<file path="config.mk">
export PLATFORM = sky130hd
export DESIGN_NAME = id_stage_top
export DESIGN_NICKNAME = d
export VERILOG_FILES = /design/src/common/id_pkg.sv /design/src/decoder/inst_decoder.sv /design/src/verilog/operand_bypass.sv /design/src/verilog/id_ex_reg.sv /design/src/verilog/id_stage_top.sv
export SDC_FILE = /design/constraint.sdc
export NUM_CORES = 1
export LEC_CHECK = 0
export ABC_AREA = 1
export BUFFER_PORTS_ARGS = -buffer_cell sky130_fd_sc_hd__buf_2
export CORE_MARGIN = 2
export CORE_UTILIZATION = 40
export DETAILED_ROUTE_END_ITERATION = 10
export GPL_TIMING_DRIVEN = 0
export PLACE_DENSITY = 0.81
export SYNTH_ARGS = -nofsm -noshare
export SYNTH_HDL_FRONTEND = slang
export SYNTH_SLANG_ARGS = --single-unit
</file>
<file path="constraint.sdc">
create_clock -name clk_i -period 5.9 [get_ports clk_i]
set_input_delay 1.18 -clock clk_i [delete_from_list [all_inputs] [get_ports clk_i]]
set_output_delay 1.18 -clock clk_i [all_outputs]
set_load 0.01 [all_outputs]
</file>
<file path="src/common/id_pkg.sv">
package id_pkg;

  // fixed RV32I widths
  localparam int XLEN       = 32;
  localparam int REG_ADDR_W = 5;
  localparam int OPCODE_W   = 7;
  localparam int EXC_OP_W   = 4;
  localparam int ALU_OP_W   = 5;
  localparam int MEM_OP_W   = 4;

  // funct7 values used by op and op_imm shifts
  localparam logic [6:0] F7_BASE = 7'b0000000;
  localparam logic [6:0] F7_ALT  = 7'b0100000;

  // system words matched in full
  localparam logic [XLEN-1:0] INST_ECALL  = 32'h0000_0073;
  localparam logic [XLEN-1:0] INST_EBREAK = 32'h0010_0073;
  localparam logic [XLEN-1:0] INST_MRET   = 32'h3020_0073;

  // RV32I major opcodes
  typedef enum logic [OPCODE_W-1:0] {
    OPC_LOAD   = 7'b0000011,
    OPC_OP_IMM = 7'b0010011,
    OPC_AUIPC  = 7'b0010111,
    OPC_STORE  = 7'b0100011,
    OPC_OP     = 7'b0110011,
    OPC_LUI    = 7'b0110111,
    OPC_BRANCH = 7'b1100011,
    OPC_JALR   = 7'b1100111,
    OPC_JAL    = 7'b1101111,
    OPC_SYSTEM = 7'b1110011
  } opcode_e;

  // execute class
  typedef enum logic [EXC_OP_W-1:0] {
    EXC_NONE,
    EXC_LUI,
    EXC_AUIPC,
    EXC_JAL,
    EXC_JALR,
    EXC_BRANCH,
    EXC_LOAD,
    EXC_STORE,
    EXC_OPIMM,
    EXC_OPREG,
    EXC_SYSTEM
  } exc_op_e;

  typedef enum logic [ALU_OP_W-1:0] {
    ALU_NONE,
    ALU_ADD,
    ALU_SUB,
    ALU_XOR,
    ALU_OR,
    ALU_AND,
    ALU_SLL,
    ALU_SRL,
    ALU_SRA,
    ALU_SLT,
    ALU_SLTU,
    ALU_BEQ,
    ALU_BNE,
    ALU_BLT,
    ALU_BGE,
    ALU_BLTU,
    ALU_BGEU
  } alu_op_e;

  typedef enum logic [MEM_OP_W-1:0] {
    MEM_NONE,
    MEM_LB,
    MEM_LBU,
    MEM_LH,
    MEM_LHU,
    MEM_LW,
    MEM_SB,
    MEM_SH,
    MEM_SW
  } mem_op_e;

endpackage

</file>
<file path="src/decoder/inst_decoder.sv">
`timescale 1ns/1ns

module inst_decoder (
  input  logic [id_pkg::XLEN-1:0]       inst_i,
  output logic [id_pkg::REG_ADDR_W-1:0] rs1_idx_o,
  output logic [id_pkg::REG_ADDR_W-1:0] rs2_idx_o,
  output logic [id_pkg::REG_ADDR_W-1:0] rd_idx_o,
  output logic [id_pkg::XLEN-1:0]       imm_o,
  output id_pkg::exc_op_e               exc_op_o,
  output id_pkg::alu_op_e               alu_op_o,
  output id_pkg::mem_op_e               mem_op_o,
  output logic                          ecall_o,
  output logic                          ebreak_o,
  output logic                          mret_o,
  output logic                          illegal_o,
  output logic                          is_call_o
);

  import id_pkg::*;

  // encoding forms
  typedef enum logic [2:0] {
    FORM_NONE,
    FORM_R,
    FORM_I,
    FORM_S,
    FORM_B,
    FORM_U,
    FORM_J
  } form_e;

  opcode_e               opcode;
  logic [2:0]            funct3;
  logic [6:0]            funct7;
  logic [REG_ADDR_W-1:0] rs1_field;
  logic [REG_ADDR_W-1:0] rs2_field;
  logic [REG_ADDR_W-1:0] rd_field;

  logic [XLEN-1:0] imm_i;
  logic [XLEN-1:0] imm_s;
  logic [XLEN-1:0] imm_b;
  logic [XLEN-1:0] imm_u;
  logic [XLEN-1:0] imm_j;

  form_e   form;
  exc_op_e exc_op;
  alu_op_e alu_op;
  mem_op_e mem_op;
  logic    is_ecall;
  logic    is_ebreak;
  logic    is_mret;

  assign opcode    = opcode_e'(inst_i[6:0]);
  assign rd_field  = inst_i[11:7];
  assign funct3    = inst_i[14:12];
  assign rs1_field = inst_i[19:15];
  assign rs2_field = inst_i[24:20];
  assign funct7    = inst_i[31:25];

  assign imm_i = {{20{inst_i[31]}}, inst_i[31:20]};
  assign imm_s = {{20{inst_i[31]}}, inst_i[31:25], inst_i[11:7]};
  assign imm_b = {{19{inst_i[31]}}, inst_i[31], inst_i[7], inst_i[30:25], inst_i[11:8], 1'b0};
  assign imm_u = {inst_i[31:12], 12'b0};
  assign imm_j = {{11{inst_i[31]}}, inst_i[31], inst_i[19:12], inst_i[20], inst_i[30:21], 1'b0};

  assign is_ecall  = (inst_i == INST_ECALL);
  assign is_ebreak = (inst_i == INST_EBREAK);
  assign is_mret   = (inst_i == INST_MRET);

  always_comb begin
    form   = FORM_NONE;
    exc_op = EXC_NONE;
    alu_op = ALU_NONE;
    mem_op = MEM_NONE;
    case (opcode)
      OPC_LUI: begin
        form   = FORM_U;
        exc_op = EXC_LUI;
        alu_op = ALU_ADD;
      end
      OPC_AUIPC: begin
        form   = FORM_U;
        exc_op = EXC_AUIPC;
        alu_op = ALU_ADD;
      end
      OPC_JAL: begin
        form   = FORM_J;
        exc_op = EXC_JAL;
        alu_op = ALU_ADD;
      end
      OPC_JALR: begin
        if (funct3 == 3'b000) begin
          form   = FORM_I;
          exc_op = EXC_JALR;
          alu_op = ALU_ADD;
        end
      end
      OPC_BRANCH: begin
        case (funct3)
          3'b000:  alu_op = ALU_BEQ;
          3'b001:  alu_op = ALU_BNE;
          3'b100:  alu_op = ALU_BLT;
          3'b101:  alu_op = ALU_BGE;
          3'b110:  alu_op = ALU_BLTU;
          3'b111:  alu_op = ALU_BGEU;
          default: alu_op = ALU_NONE;
        endcase
        if (alu_op != ALU_NONE) begin
          form   = FORM_B;
          exc_op = EXC_BRANCH;
        end
      end
      OPC_LOAD: begin
        case (funct3)
          3'b000:  mem_op = MEM_LB;
          3'b001:  mem_op = MEM_LH;
          3'b010:  mem_op = MEM_LW;
          3'b100:  mem_op = MEM_LBU;
          3'b101:  mem_op = MEM_LHU;
          default: mem_op = MEM_NONE;
        endcase
        // address is rs1 + imm
        if (mem_op != MEM_NONE) begin
          form   = FORM_I;
          exc_op = EXC_LOAD;
          alu_op = ALU_ADD;
        end
      end
      OPC_STORE: begin
        case (funct3)
          3'b000:  mem_op = MEM_SB;
          3'b001:  mem_op = MEM_SH;
          3'b010:  mem_op = MEM_SW;
          default: mem_op = MEM_NONE;
        endcase
        if (mem_op != MEM_NONE) begin
          form   = FORM_S;
          exc_op = EXC_STORE;
          alu_op = ALU_ADD;
        end
      end
      OPC_OP_IMM: begin
        case (funct3)
          3'b000:  alu_op = ALU_ADD;
          3'b010:  alu_op = ALU_SLT;
          3'b011:  alu_op = ALU_SLTU;
          3'b100:  alu_op = ALU_XOR;
          3'b110:  alu_op = ALU_OR;
          3'b111:  alu_op = ALU_AND;
          // shifts keep funct7 in the immediate field
          3'b001:  alu_op = (funct7 == F7_BASE) ? ALU_SLL : ALU_NONE;
          default: alu_op = (funct7 == F7_BASE) ? ALU_SRL :
                            (funct7 == F7_ALT)  ? ALU_SRA : ALU_NONE;
        endcase
        if (alu_op != ALU_NONE) begin
          form   = FORM_I;
          exc_op = EXC_OPIMM;
        end
      end
      OPC_OP: begin
        if (funct7 == F7_BASE) begin
          case (funct3)
            3'b000:  alu_op = ALU_ADD;
            3'b001:  alu_op = ALU_SLL;
            3'b010:  alu_op = ALU_SLT;
            3'b011:  alu_op = ALU_SLTU;
            3'b100:  alu_op = ALU_XOR;
            3'b101:  alu_op = ALU_SRL;
            3'b110:  alu_op = ALU_OR;
            default: alu_op = ALU_AND;
          endcase
        end else if (funct7 == F7_ALT) begin
          case (funct3)
            3'b000:  alu_op = ALU_SUB;
            3'b101:  alu_op = ALU_SRA;
            default: alu_op = ALU_NONE;
          endcase
        end
        if (alu_op != ALU_NONE) begin
          form   = FORM_R;
          exc_op = EXC_OPREG;
        end
      end
      OPC_SYSTEM: begin
        // csr group decodes as illegal
        if (is_ecall || is_ebreak || is_mret) begin
          form   = FORM_I;
          exc_op = EXC_SYSTEM;
        end
      end
      default: begin
        form = FORM_NONE;
      end
    endcase
  end

  // zero the indices a form has no field for
  assign rs1_idx_o = (form == FORM_R || form == FORM_I || form == FORM_S || form == FORM_B) ?
                     rs1_field : '0;
  assign rs2_idx_o = (form == FORM_R || form == FORM_S || form == FORM_B) ? rs2_field : '0;
  assign rd_idx_o  = (form == FORM_R || form == FORM_I || form == FORM_U || form == FORM_J) ?
                     rd_field : '0;

  always_comb begin
    case (form)
      FORM_I:  imm_o = imm_i;
      FORM_S:  imm_o = imm_s;
      FORM_B:  imm_o = imm_b;
      FORM_U:  imm_o = imm_u;
      FORM_J:  imm_o = imm_j;
      default: imm_o = '0;
    endcase
  end

  assign exc_op_o  = exc_op;
  assign alu_op_o  = alu_op;
  assign mem_op_o  = mem_op;
  assign ecall_o   = is_ecall;
  assign ebreak_o  = is_ebreak;
  assign mret_o    = is_mret;
  assign illegal_o = (form == FORM_NONE);

  // link register written means a call
  assign is_call_o = (exc_op == EXC_JAL || exc_op == EXC_JALR) && (rd_field != '0);

endmodule

</file>
<file path="src/verilog/operand_bypass.sv">
`timescale 1ns/1ns

module operand_bypass (
  input  logic [id_pkg::REG_ADDR_W-1:0] rs1_idx_i,
  input  logic [id_pkg::REG_ADDR_W-1:0] rs2_idx_i,
  input  logic [id_pkg::XLEN-1:0]       rs1_rdata_i,
  input  logic [id_pkg::XLEN-1:0]       rs2_rdata_i,
  input  logic                          ex_valid_i,
  input  id_pkg::exc_op_e               ex_exc_op_i,
  input  logic [id_pkg::REG_ADDR_W-1:0] ex_rd_idx_i,
  input  logic [id_pkg::XLEN-1:0]       ex_rd_data_i,
  input  logic [id_pkg::REG_ADDR_W-1:0] mem_rd_addr_i,
  input  logic [id_pkg::XLEN-1:0]       mem_rd_data_i,
  output logic [id_pkg::XLEN-1:0]       rs1_data_o,
  output logic [id_pkg::XLEN-1:0]       rs2_data_o,
  output logic                          load_use_o
);

  import id_pkg::*;

  logic rs1_nz;
  logic rs2_nz;
  logic rs1_ex_hit;
  logic rs2_ex_hit;
  logic rs1_mem_hit;
  logic rs2_mem_hit;
  logic ex_is_load;

  // x0 never forwards
  assign rs1_nz = (rs1_idx_i != '0);
  assign rs2_nz = (rs2_idx_i != '0);

  assign rs1_ex_hit  = rs1_nz && ex_valid_i && (rs1_idx_i == ex_rd_idx_i);
  assign rs2_ex_hit  = rs2_nz && ex_valid_i && (rs2_idx_i == ex_rd_idx_i);
  assign rs1_mem_hit = rs1_nz && (rs1_idx_i == mem_rd_addr_i);
  assign rs2_mem_hit = rs2_nz && (rs2_idx_i == mem_rd_addr_i);

  // ex wins over mem, mem over the register file
  assign rs1_data_o = rs1_ex_hit  ? ex_rd_data_i  :
                      rs1_mem_hit ? mem_rd_data_i : rs1_rdata_i;
  assign rs2_data_o = rs2_ex_hit  ? ex_rd_data_i  :
                      rs2_mem_hit ? mem_rd_data_i : rs2_rdata_i;

  // load data is not ready until mem, so stall
  assign ex_is_load = (ex_exc_op_i == EXC_LOAD);
  assign load_use_o = ex_is_load && (rs1_ex_hit || rs2_ex_hit);

endmodule

</file>
<file path="src/verilog/id_ex_reg.sv">
`timescale 1ns/1ns

module id_ex_reg (
  input  logic                          clk_i,
  input  logic                          arst_n_i,
  input  logic                          valid_i,
  input  logic                          stall_i,
  input  logic                          flush_i,
  input  logic [id_pkg::XLEN-1:0]       pc_i,
  input  logic [id_pkg::XLEN-1:0]       rs1_data_i,
  input  logic [id_pkg::XLEN-1:0]       rs2_data_i,
  input  logic [id_pkg::XLEN-1:0]       imm_i,
  input  logic [id_pkg::REG_ADDR_W-1:0] rd_idx_i,
  input  id_pkg::exc_op_e               exc_op_i,
  input  id_pkg::alu_op_e               alu_op_i,
  input  id_pkg::mem_op_e               mem_op_i,
  input  logic                          ecall_i,
  input  logic                          ebreak_i,
  input  logic                          mret_i,
  input  logic                          illegal_i,
  output logic                          ex_valid_o,
  output logic [id_pkg::XLEN-1:0]       ex_pc_o,
  output logic [id_pkg::XLEN-1:0]       ex_rs1_data_o,
  output logic [id_pkg::XLEN-1:0]       ex_rs2_data_o,
  output logic [id_pkg::XLEN-1:0]       ex_imm_o,
  output logic [id_pkg::REG_ADDR_W-1:0] ex_rd_idx_o,
  output id_pkg::exc_op_e               ex_exc_op_o,
  output id_pkg::alu_op_e               ex_alu_op_o,
  output id_pkg::mem_op_e               ex_mem_op_o,
  output logic                          ex_ecall_o,
  output logic                          ex_ebreak_o,
  output logic                          ex_mret_o,
  output logic                          ex_illegal_o
);

  import id_pkg::*;

  logic bubble;

  assign bubble = flush_i || stall_i;

  // control side bubbles on reset, flush or stall
  always_ff @(posedge clk_i or negedge arst_n_i) begin
    if (!arst_n_i) begin
      ex_valid_o   <= 1'b0;
      ex_rd_idx_o  <= '0;
      ex_exc_op_o  <= EXC_NONE;
      ex_alu_op_o  <= ALU_NONE;
      ex_mem_op_o  <= MEM_NONE;
      ex_ecall_o   <= 1'b0;
      ex_ebreak_o  <= 1'b0;
      ex_mret_o    <= 1'b0;
      ex_illegal_o <= 1'b0;
    end else if (bubble) begin
      ex_valid_o   <= 1'b0;
      ex_rd_idx_o  <= '0;
      ex_exc_op_o  <= EXC_NONE;
      ex_alu_op_o  <= ALU_NONE;
      ex_mem_op_o  <= MEM_NONE;
      ex_ecall_o   <= 1'b0;
      ex_ebreak_o  <= 1'b0;
      ex_mret_o    <= 1'b0;
      ex_illegal_o <= 1'b0;
    end else begin
      ex_valid_o   <= valid_i;
      ex_rd_idx_o  <= rd_idx_i;
      ex_exc_op_o  <= exc_op_i;
      ex_alu_op_o  <= alu_op_i;
      ex_mem_op_o  <= mem_op_i;
      ex_ecall_o   <= ecall_i;
      ex_ebreak_o  <= ebreak_i;
      ex_mret_o    <= mret_i;
      ex_illegal_o <= illegal_i;
    end
  end

  // operands and pc
  always_ff @(posedge clk_i) begin
    if (!bubble) begin
      ex_pc_o       <= pc_i;
      ex_rs1_data_o <= rs1_data_i;
      ex_rs2_data_o <= rs2_data_i;
      ex_imm_o      <= imm_i;
    end
  end

endmodule

</file>
<file path="src/verilog/id_stage_top.sv">
`timescale 1ns/1ns

module id_stage_top (
  input  logic                          clk_i,
  input  logic                          arst_n_i,
  input  logic                          valid_i,
  input  logic [id_pkg::XLEN-1:0]       inst_i,
  input  logic [id_pkg::XLEN-1:0]       pc_i,
  output logic [id_pkg::REG_ADDR_W-1:0] rs1_idx_o,
  output logic [id_pkg::REG_ADDR_W-1:0] rs2_idx_o,
  input  logic [id_pkg::XLEN-1:0]       rs1_rdata_i,
  input  logic [id_pkg::XLEN-1:0]       rs2_rdata_i,
  input  logic [id_pkg::XLEN-1:0]       ex_rd_data_i,
  input  logic [id_pkg::REG_ADDR_W-1:0] mem_rd_addr_i,
  input  logic [id_pkg::XLEN-1:0]       mem_rd_data_i,
  input  logic                          flush_i,
  output logic                          stall_o,
  output logic                          ras_push_valid_o,
  output logic [id_pkg::XLEN-1:0]       ras_push_addr_o,
  output logic                          ex_valid_o,
  output logic [id_pkg::XLEN-1:0]       ex_pc_o,
  output logic [id_pkg::XLEN-1:0]       ex_rs1_data_o,
  output logic [id_pkg::XLEN-1:0]       ex_rs2_data_o,
  output logic [id_pkg::XLEN-1:0]       ex_imm_o,
  output logic [id_pkg::REG_ADDR_W-1:0] ex_rd_idx_o,
  output id_pkg::exc_op_e               ex_exc_op_o,
  output id_pkg::alu_op_e               ex_alu_op_o,
  output id_pkg::mem_op_e               ex_mem_op_o,
  output logic                          ex_ecall_o,
  output logic                          ex_ebreak_o,
  output logic                          ex_mret_o,
  output logic                          ex_illegal_o
);

  import id_pkg::*;

  logic [REG_ADDR_W-1:0] rd_idx;
  logic [XLEN-1:0]       imm;
  exc_op_e               exc_op;
  alu_op_e               alu_op;
  mem_op_e               mem_op;
  logic                  ecall;
  logic                  ebreak;
  logic                  mret;
  logic                  illegal;
  logic                  is_call;
  logic [XLEN-1:0]       rs1_data;
  logic [XLEN-1:0]       rs2_data;
  logic                  load_use;

  inst_decoder u_decoder (
    .inst_i    (inst_i),
    .rs1_idx_o (rs1_idx_o),
    .rs2_idx_o (rs2_idx_o),
    .rd_idx_o  (rd_idx),
    .imm_o     (imm),
    .exc_op_o  (exc_op),
    .alu_op_o  (alu_op),
    .mem_op_o  (mem_op),
    .ecall_o   (ecall),
    .ebreak_o  (ebreak),
    .mret_o    (mret),
    .illegal_o (illegal),
    .is_call_o (is_call)
  );

  // ex address comes from the register's own rd
  operand_bypass u_bypass (
    .rs1_idx_i     (rs1_idx_o),
    .rs2_idx_i     (rs2_idx_o),
    .rs1_rdata_i   (rs1_rdata_i),
    .rs2_rdata_i   (rs2_rdata_i),
    .ex_valid_i    (ex_valid_o),
    .ex_exc_op_i   (ex_exc_op_o),
    .ex_rd_idx_i   (ex_rd_idx_o),
    .ex_rd_data_i  (ex_rd_data_i),
    .mem_rd_addr_i (mem_rd_addr_i),
    .mem_rd_data_i (mem_rd_data_i),
    .rs1_data_o    (rs1_data),
    .rs2_data_o    (rs2_data),
    .load_use_o    (load_use)
  );

  assign stall_o = valid_i && load_use;

  // push only for an instruction that really issues
  assign ras_push_valid_o = is_call && valid_i && !stall_o && !flush_i;
  assign ras_push_addr_o  = pc_i + XLEN'(4);

  id_ex_reg u_id_ex (
    .clk_i         (clk_i),
    .arst_n_i      (arst_n_i),
    .valid_i       (valid_i),
    .stall_i       (stall_o),
    .flush_i       (flush_i),
    .pc_i          (pc_i),
    .rs1_data_i    (rs1_data),
    .rs2_data_i    (rs2_data),
    .imm_i         (imm),
    .rd_idx_i      (rd_idx),
    .exc_op_i      (exc_op),
    .alu_op_i      (alu_op),
    .mem_op_i      (mem_op),
    .ecall_i       (ecall),
    .ebreak_i      (ebreak),
    .mret_i        (mret),
    .illegal_i     (illegal),
    .ex_valid_o    (ex_valid_o),
    .ex_pc_o       (ex_pc_o),
    .ex_rs1_data_o (ex_rs1_data_o),
    .ex_rs2_data_o (ex_rs2_data_o),
    .ex_imm_o      (ex_imm_o),
    .ex_rd_idx_o   (ex_rd_idx_o),
    .ex_exc_op_o   (ex_exc_op_o),
    .ex_alu_op_o   (ex_alu_op_o),
    .ex_mem_op_o   (ex_mem_op_o),
    .ex_ecall_o    (ex_ecall_o),
    .ex_ebreak_o   (ex_ebreak_o),
    .ex_mret_o     (ex_mret_o),
    .ex_illegal_o  (ex_illegal_o)
  );

endmodule

</file>
==> impl_metrics.sql <==
INSERT INTO impl_metrics (metric_group, metric, value, unit) VALUES
('detailed_routing', 'vias_per_cell', '5.20', ''),
('finish', 'final_util', '54.5', '%'),
('detailed_routing', 'antenna_nets_post_route', '0', ''),
('synthesis', 'yosysWarningCount', '0', ''),
('synthesis', 'synth.largest_area_cell', 'edfxtp_1', ''),
('placement', 'gpl.final_weighted_congestion', '0.917', ''),
('worst_setup_path', 'critical-path-top-cell-by-count', 'nand2_1', ''),
('synthesis', 'syn-mean-instance-area', '8.15', 'um2'),
('sta', 'final_min_period_over_clock_period', '95.5', '%'),
('finish', 'final_nets', '1704', ''),
('finish', 'register_area', '4420', 'um2'),
('cts', 'clkSinkCount', '151', ''),
('synthesis', 'largest_cells_by_area_after_synthesis', 'edfxtp_1, nand2_1, inv_1', ''),
('worst_setup_path', 'crit-reg2reg-launch', 'u_id_ex.ex_rd_idx_o[4]', ''),
('synthesis', 'synthMostInstantiatedCell', 'nand2_1', ''),
('synthesis', 'ys_dominant_reg_cell', 'edfxtp_1', ''),
('job', 'max_cap_violations', '0', ''),
('worst_setup_path', 'cp-start-kind', 'input pin', ''),
('global_routing', 'met1_usage', '33.3', '%'),
('worst_setup_path', 'setup.worst_path.end_class', 'primary output', ''),
('floorplan', 'pin_count', '396', ''),
('synthesis', 'netlist.area_leader.share', '43.6', '%'),
('floorplan', 'die-width', '152', 'um'),
('finish', 'filler_cell_count', '2046', ''),
('global_routing', 'top_usage_layer_grt', 'met2', ''),
('global_routing', 'first_pass_grt_wire_length', '49.7', 'mm'),
('sta', 'slew_violations', '0', ''),
('floorplan', 'design.die.area', '23200', 'um2'),
('detailed_routing', 'detail_route.wl_per_cell', '18.2', 'um'),
('sta', 'finalSetupViolations', '0', ''),
('floorplan', 'initial_standard_cell_utilization_of_the_core', '40.5', '%'),
('cts', 'cts_inserted_buffers', '17', ''),
('finish', 'area.growth.synth_to_final', '34.6', '%'),
('synthesis', 'synth.net_count', '1288', ''),
('floorplan', 'die_height', '152', 'um'),
('detailed_routing', 'post-route-drc-count', '0', ''),
('sta', 'max-slew-margin-rel', '59.9', '%'),
('cts', 'clk_slew_on_worst_s_h_paths', '70', 'ps'),
('detailed_routing', 'drt-initial-drc-count', '740', ''),
('placement', 'dp_hpwl', '25.3', 'mm'),
('detailed_routing', 'wl', '32.8', 'mm'),
('sta', 'max_freq', '177', 'MHz'),
('sta', 'post-route-min-period', '5640', 'ps'),
('detailed_routing', 'detailed_router_iteration_count_before_antenna_repair', '6', ''),
('cts', 'clk-insertion-delay-late', '430', 'ps'),
('global_routing', 'grt_use_total', '27.4', '%'),
('synthesis', 'synthesis.instances', '1082', ''),
('worst_setup_path', 'critPathArrivalTime', '4460', 'ps'),
('global_routing', 'grt_max_degree', '73', ''),
('global_routing', 'grt_use_met3', '6.66', '%'),
('power_and_ir_drop', 'total_leakage_power', '6.34', 'nW'),
('cts', 'post_cts_hold_buffer_count', '0', ''),
('placement', 'port-buffer-count', '395', ''),
('finish', 'multiInputGateArea', '3380', 'um2'),
('worst_hold_path', 'hold_path.class', 'in2async', ''),
('power_and_ir_drop', 'total_chip_power', '2.76', 'mW'),
('synthesis', 'netlist_area', '8820', 'um2'),
('detailed_routing', 'route.vias.total', '9373', ''),
('status', 'outcome', 'complete, no violations', ''),
('global_routing', 'groute.layer.met2.usage', '46.7', '%'),
('floorplan', 'core_area', '21800', 'um2'),
('synthesis', 'synth_commonest_cells', 'nand2_1, inv_1, edfxtp_1', ''),
('global_routing', 'grt_overflow_total', '0', ''),
('worst_setup_path', 'crit_start', 'inst_i[3]', ''),
('cts', 'clockRootBuffer', 'clkbuf_16', ''),
('finish', 'post_route_cells_drive_above_1_share', '33.4', '%'),
('synthesis', 'ys_types', '42', ''),
('synthesis', 'ys_async_sr_fraction', '15.2', '%'),
('sta', 'worst-slew-pin-transition', '598', 'ps'),
('power_and_ir_drop', 'ir_worst_vdd', '0.166', 'mV'),
('worst_setup_path', 'critical_path.slowest_cell', 'or3_1', '');
-- path summary, 6_finish.rpt --
path	slack [ps]	cells past startpoint	end
min in group clk_i	760	4	u_id_ex.ex_exc_op_o[3]
max in group asynchronous	4790	1	u_id_ex.ex_alu_op_o[0]
setup reg to reg	3360	11	u_id_ex.ex_rs1_data_o[15]
hold reg to reg	760	4	u_id_ex.ex_exc_op_o[3]
hold / removal	720	1	u_id_ex.ex_ecall_o
setup / recovery	260	25	ras_push_valid_o
-- worst max-delay path, delay by kind of cell --
kind	cells	cell delay, ps
simple gates	18	2190
fa+ha+maj	1	230
buf+inv	5	570
compound gates	1	280
-- flip-flops by register name (all words and copies together), names as in the netlist --
name                   cells
u_id_ex.ex_ebreak_o        1
u_id_ex.ex_exc_op_o        4
u_id_ex.ex_valid_o         1
u_id_ex.ex_pc_o           32
u_id_ex.ex_mem_op_o        4
u_id_ex.ex_rd_idx_o        5
u_id_ex.ex_rs2_data_o     32
u_id_ex.ex_ecall_o         1
u_id_ex.ex_alu_op_o        5
u_id_ex.ex_mret_o          1
u_id_ex.ex_illegal_o       1
u_id_ex.ex_rs1_data_o     32
u_id_ex.ex_imm_o          32
-- per-layer routing --
metal | vias to the layer above | part of all wire, %
met5 | - | 0.082
met4 | 4 | 3.6
met3 | 75 | 8.4
met2 | 545 | 50
met1 | 4350 | 38
li1 | 4399 | -
-- cells by family after synthesis --
group / count (synthesis) / synth area share (%)
AO/OA/AOI/OAI: 82 / 5.36
XOR/XNOR: 30 / 2.98
adder cells (fa/ha/maj): 5 / 0.710
buffers and inverters: 269 / 12.3
flip-flops: 151 / 50.1
AND/OR/NAND/NOR: 545 / 28.5
-- report_power, final --
| part | leakage [nW] | internal, mW | switching [mW] |
|---|---|---|---|
| registers | 1.56 | 1.22 | 0.0174 |
| clock network | 0.289 | 0.603 | 0.507 |
| logic | 4.49 | 0.151 | 0.259 |
| total | 6.34 | 1.98 | 0.783 |
-- layout make-up --
type | count | share of cell area [%]
flip-flops and latches | 151 | 37.2
diodes | 12 | 0.253
inverters | 224 | 7.15
plain buffers | 45 | 2.07
multi-input cells | 662 | 28.5
clock buffers | 18 | 3.62
clock inverters | 14 | 1.30
well taps | 280 | 2.95
repair buffers | 397 | 17.0
-- repair_timing --
item,4_1_cts,5_1_grt
setup buffers,1,0
hold endpoints to repair,0,0
pin swaps,1,0
gates resized for setup,1,14
endpoints found under the setup margin,1,2
-- cells in the final DEF, fill, tap and decap left out, types with 3 or more instances in the layout --
cell type / synthesis / layout
nor2_1: 82 / 79
xnor2_1: 8 / 8
nor4_1: 7 / 3
nand2_2: 7 / 8
nand2_1: 235 / 234
nand3b_1: 3 / 3
nand4_1: 73 / 73
diode_2: 0 / 12
o21ai_0: 24 / 24
buf_6: 3 / 3
nand2_4: 3 / 3
edfxtp_1: 128 / 128
a211oi_1: 3 / 3
nor4_2: 0 / 3
nand3_1: 104 / 103
dfrtp_1: 23 / 23
o211ai_1: 3 / 3
nor2_2: 2 / 5
clkbuf_1: 6 / 7
o21ai_1: 35 / 35
ha_1: 5 / 4
inv_6: 0 / 7
buf_1: 3 / 3
clkbuf_16: 0 / 17
a21oi_2: 3 / 3
buf_2: 28 / 423
a21oi_1: 4 / 4
inv_8: 0 / 4
buf_4: 5 / 6
inv_1: 217 / 216
inv_2: 5 / 5
clkinv_4: 0 / 3
nor3_1: 22 / 21
xor2_1: 22 / 22
-- stage by stage --
step | TNS [ps] | instance area, um2 | hold WS (ps) | setup WS (ps) | std cells
2_1_floorplan | 0 | 8820 | 723 | 287 | 1082
3_3_place_gp | -156210 | 11100 | 710 | -1230 | 1757
3_5_place_dp | -19.1 | 11200 | 728 | -19.1 | 1758
4_1_cts | 0 | 11800 | 734 | 6.52 | 1791
5_1_grt | -46.4 | 11900 | 754 | -46.4 | 1802
6_report | 0 | 11900 | 724 | 265 | 1803
Note: power is estimated with default switching activity, not from simulation.
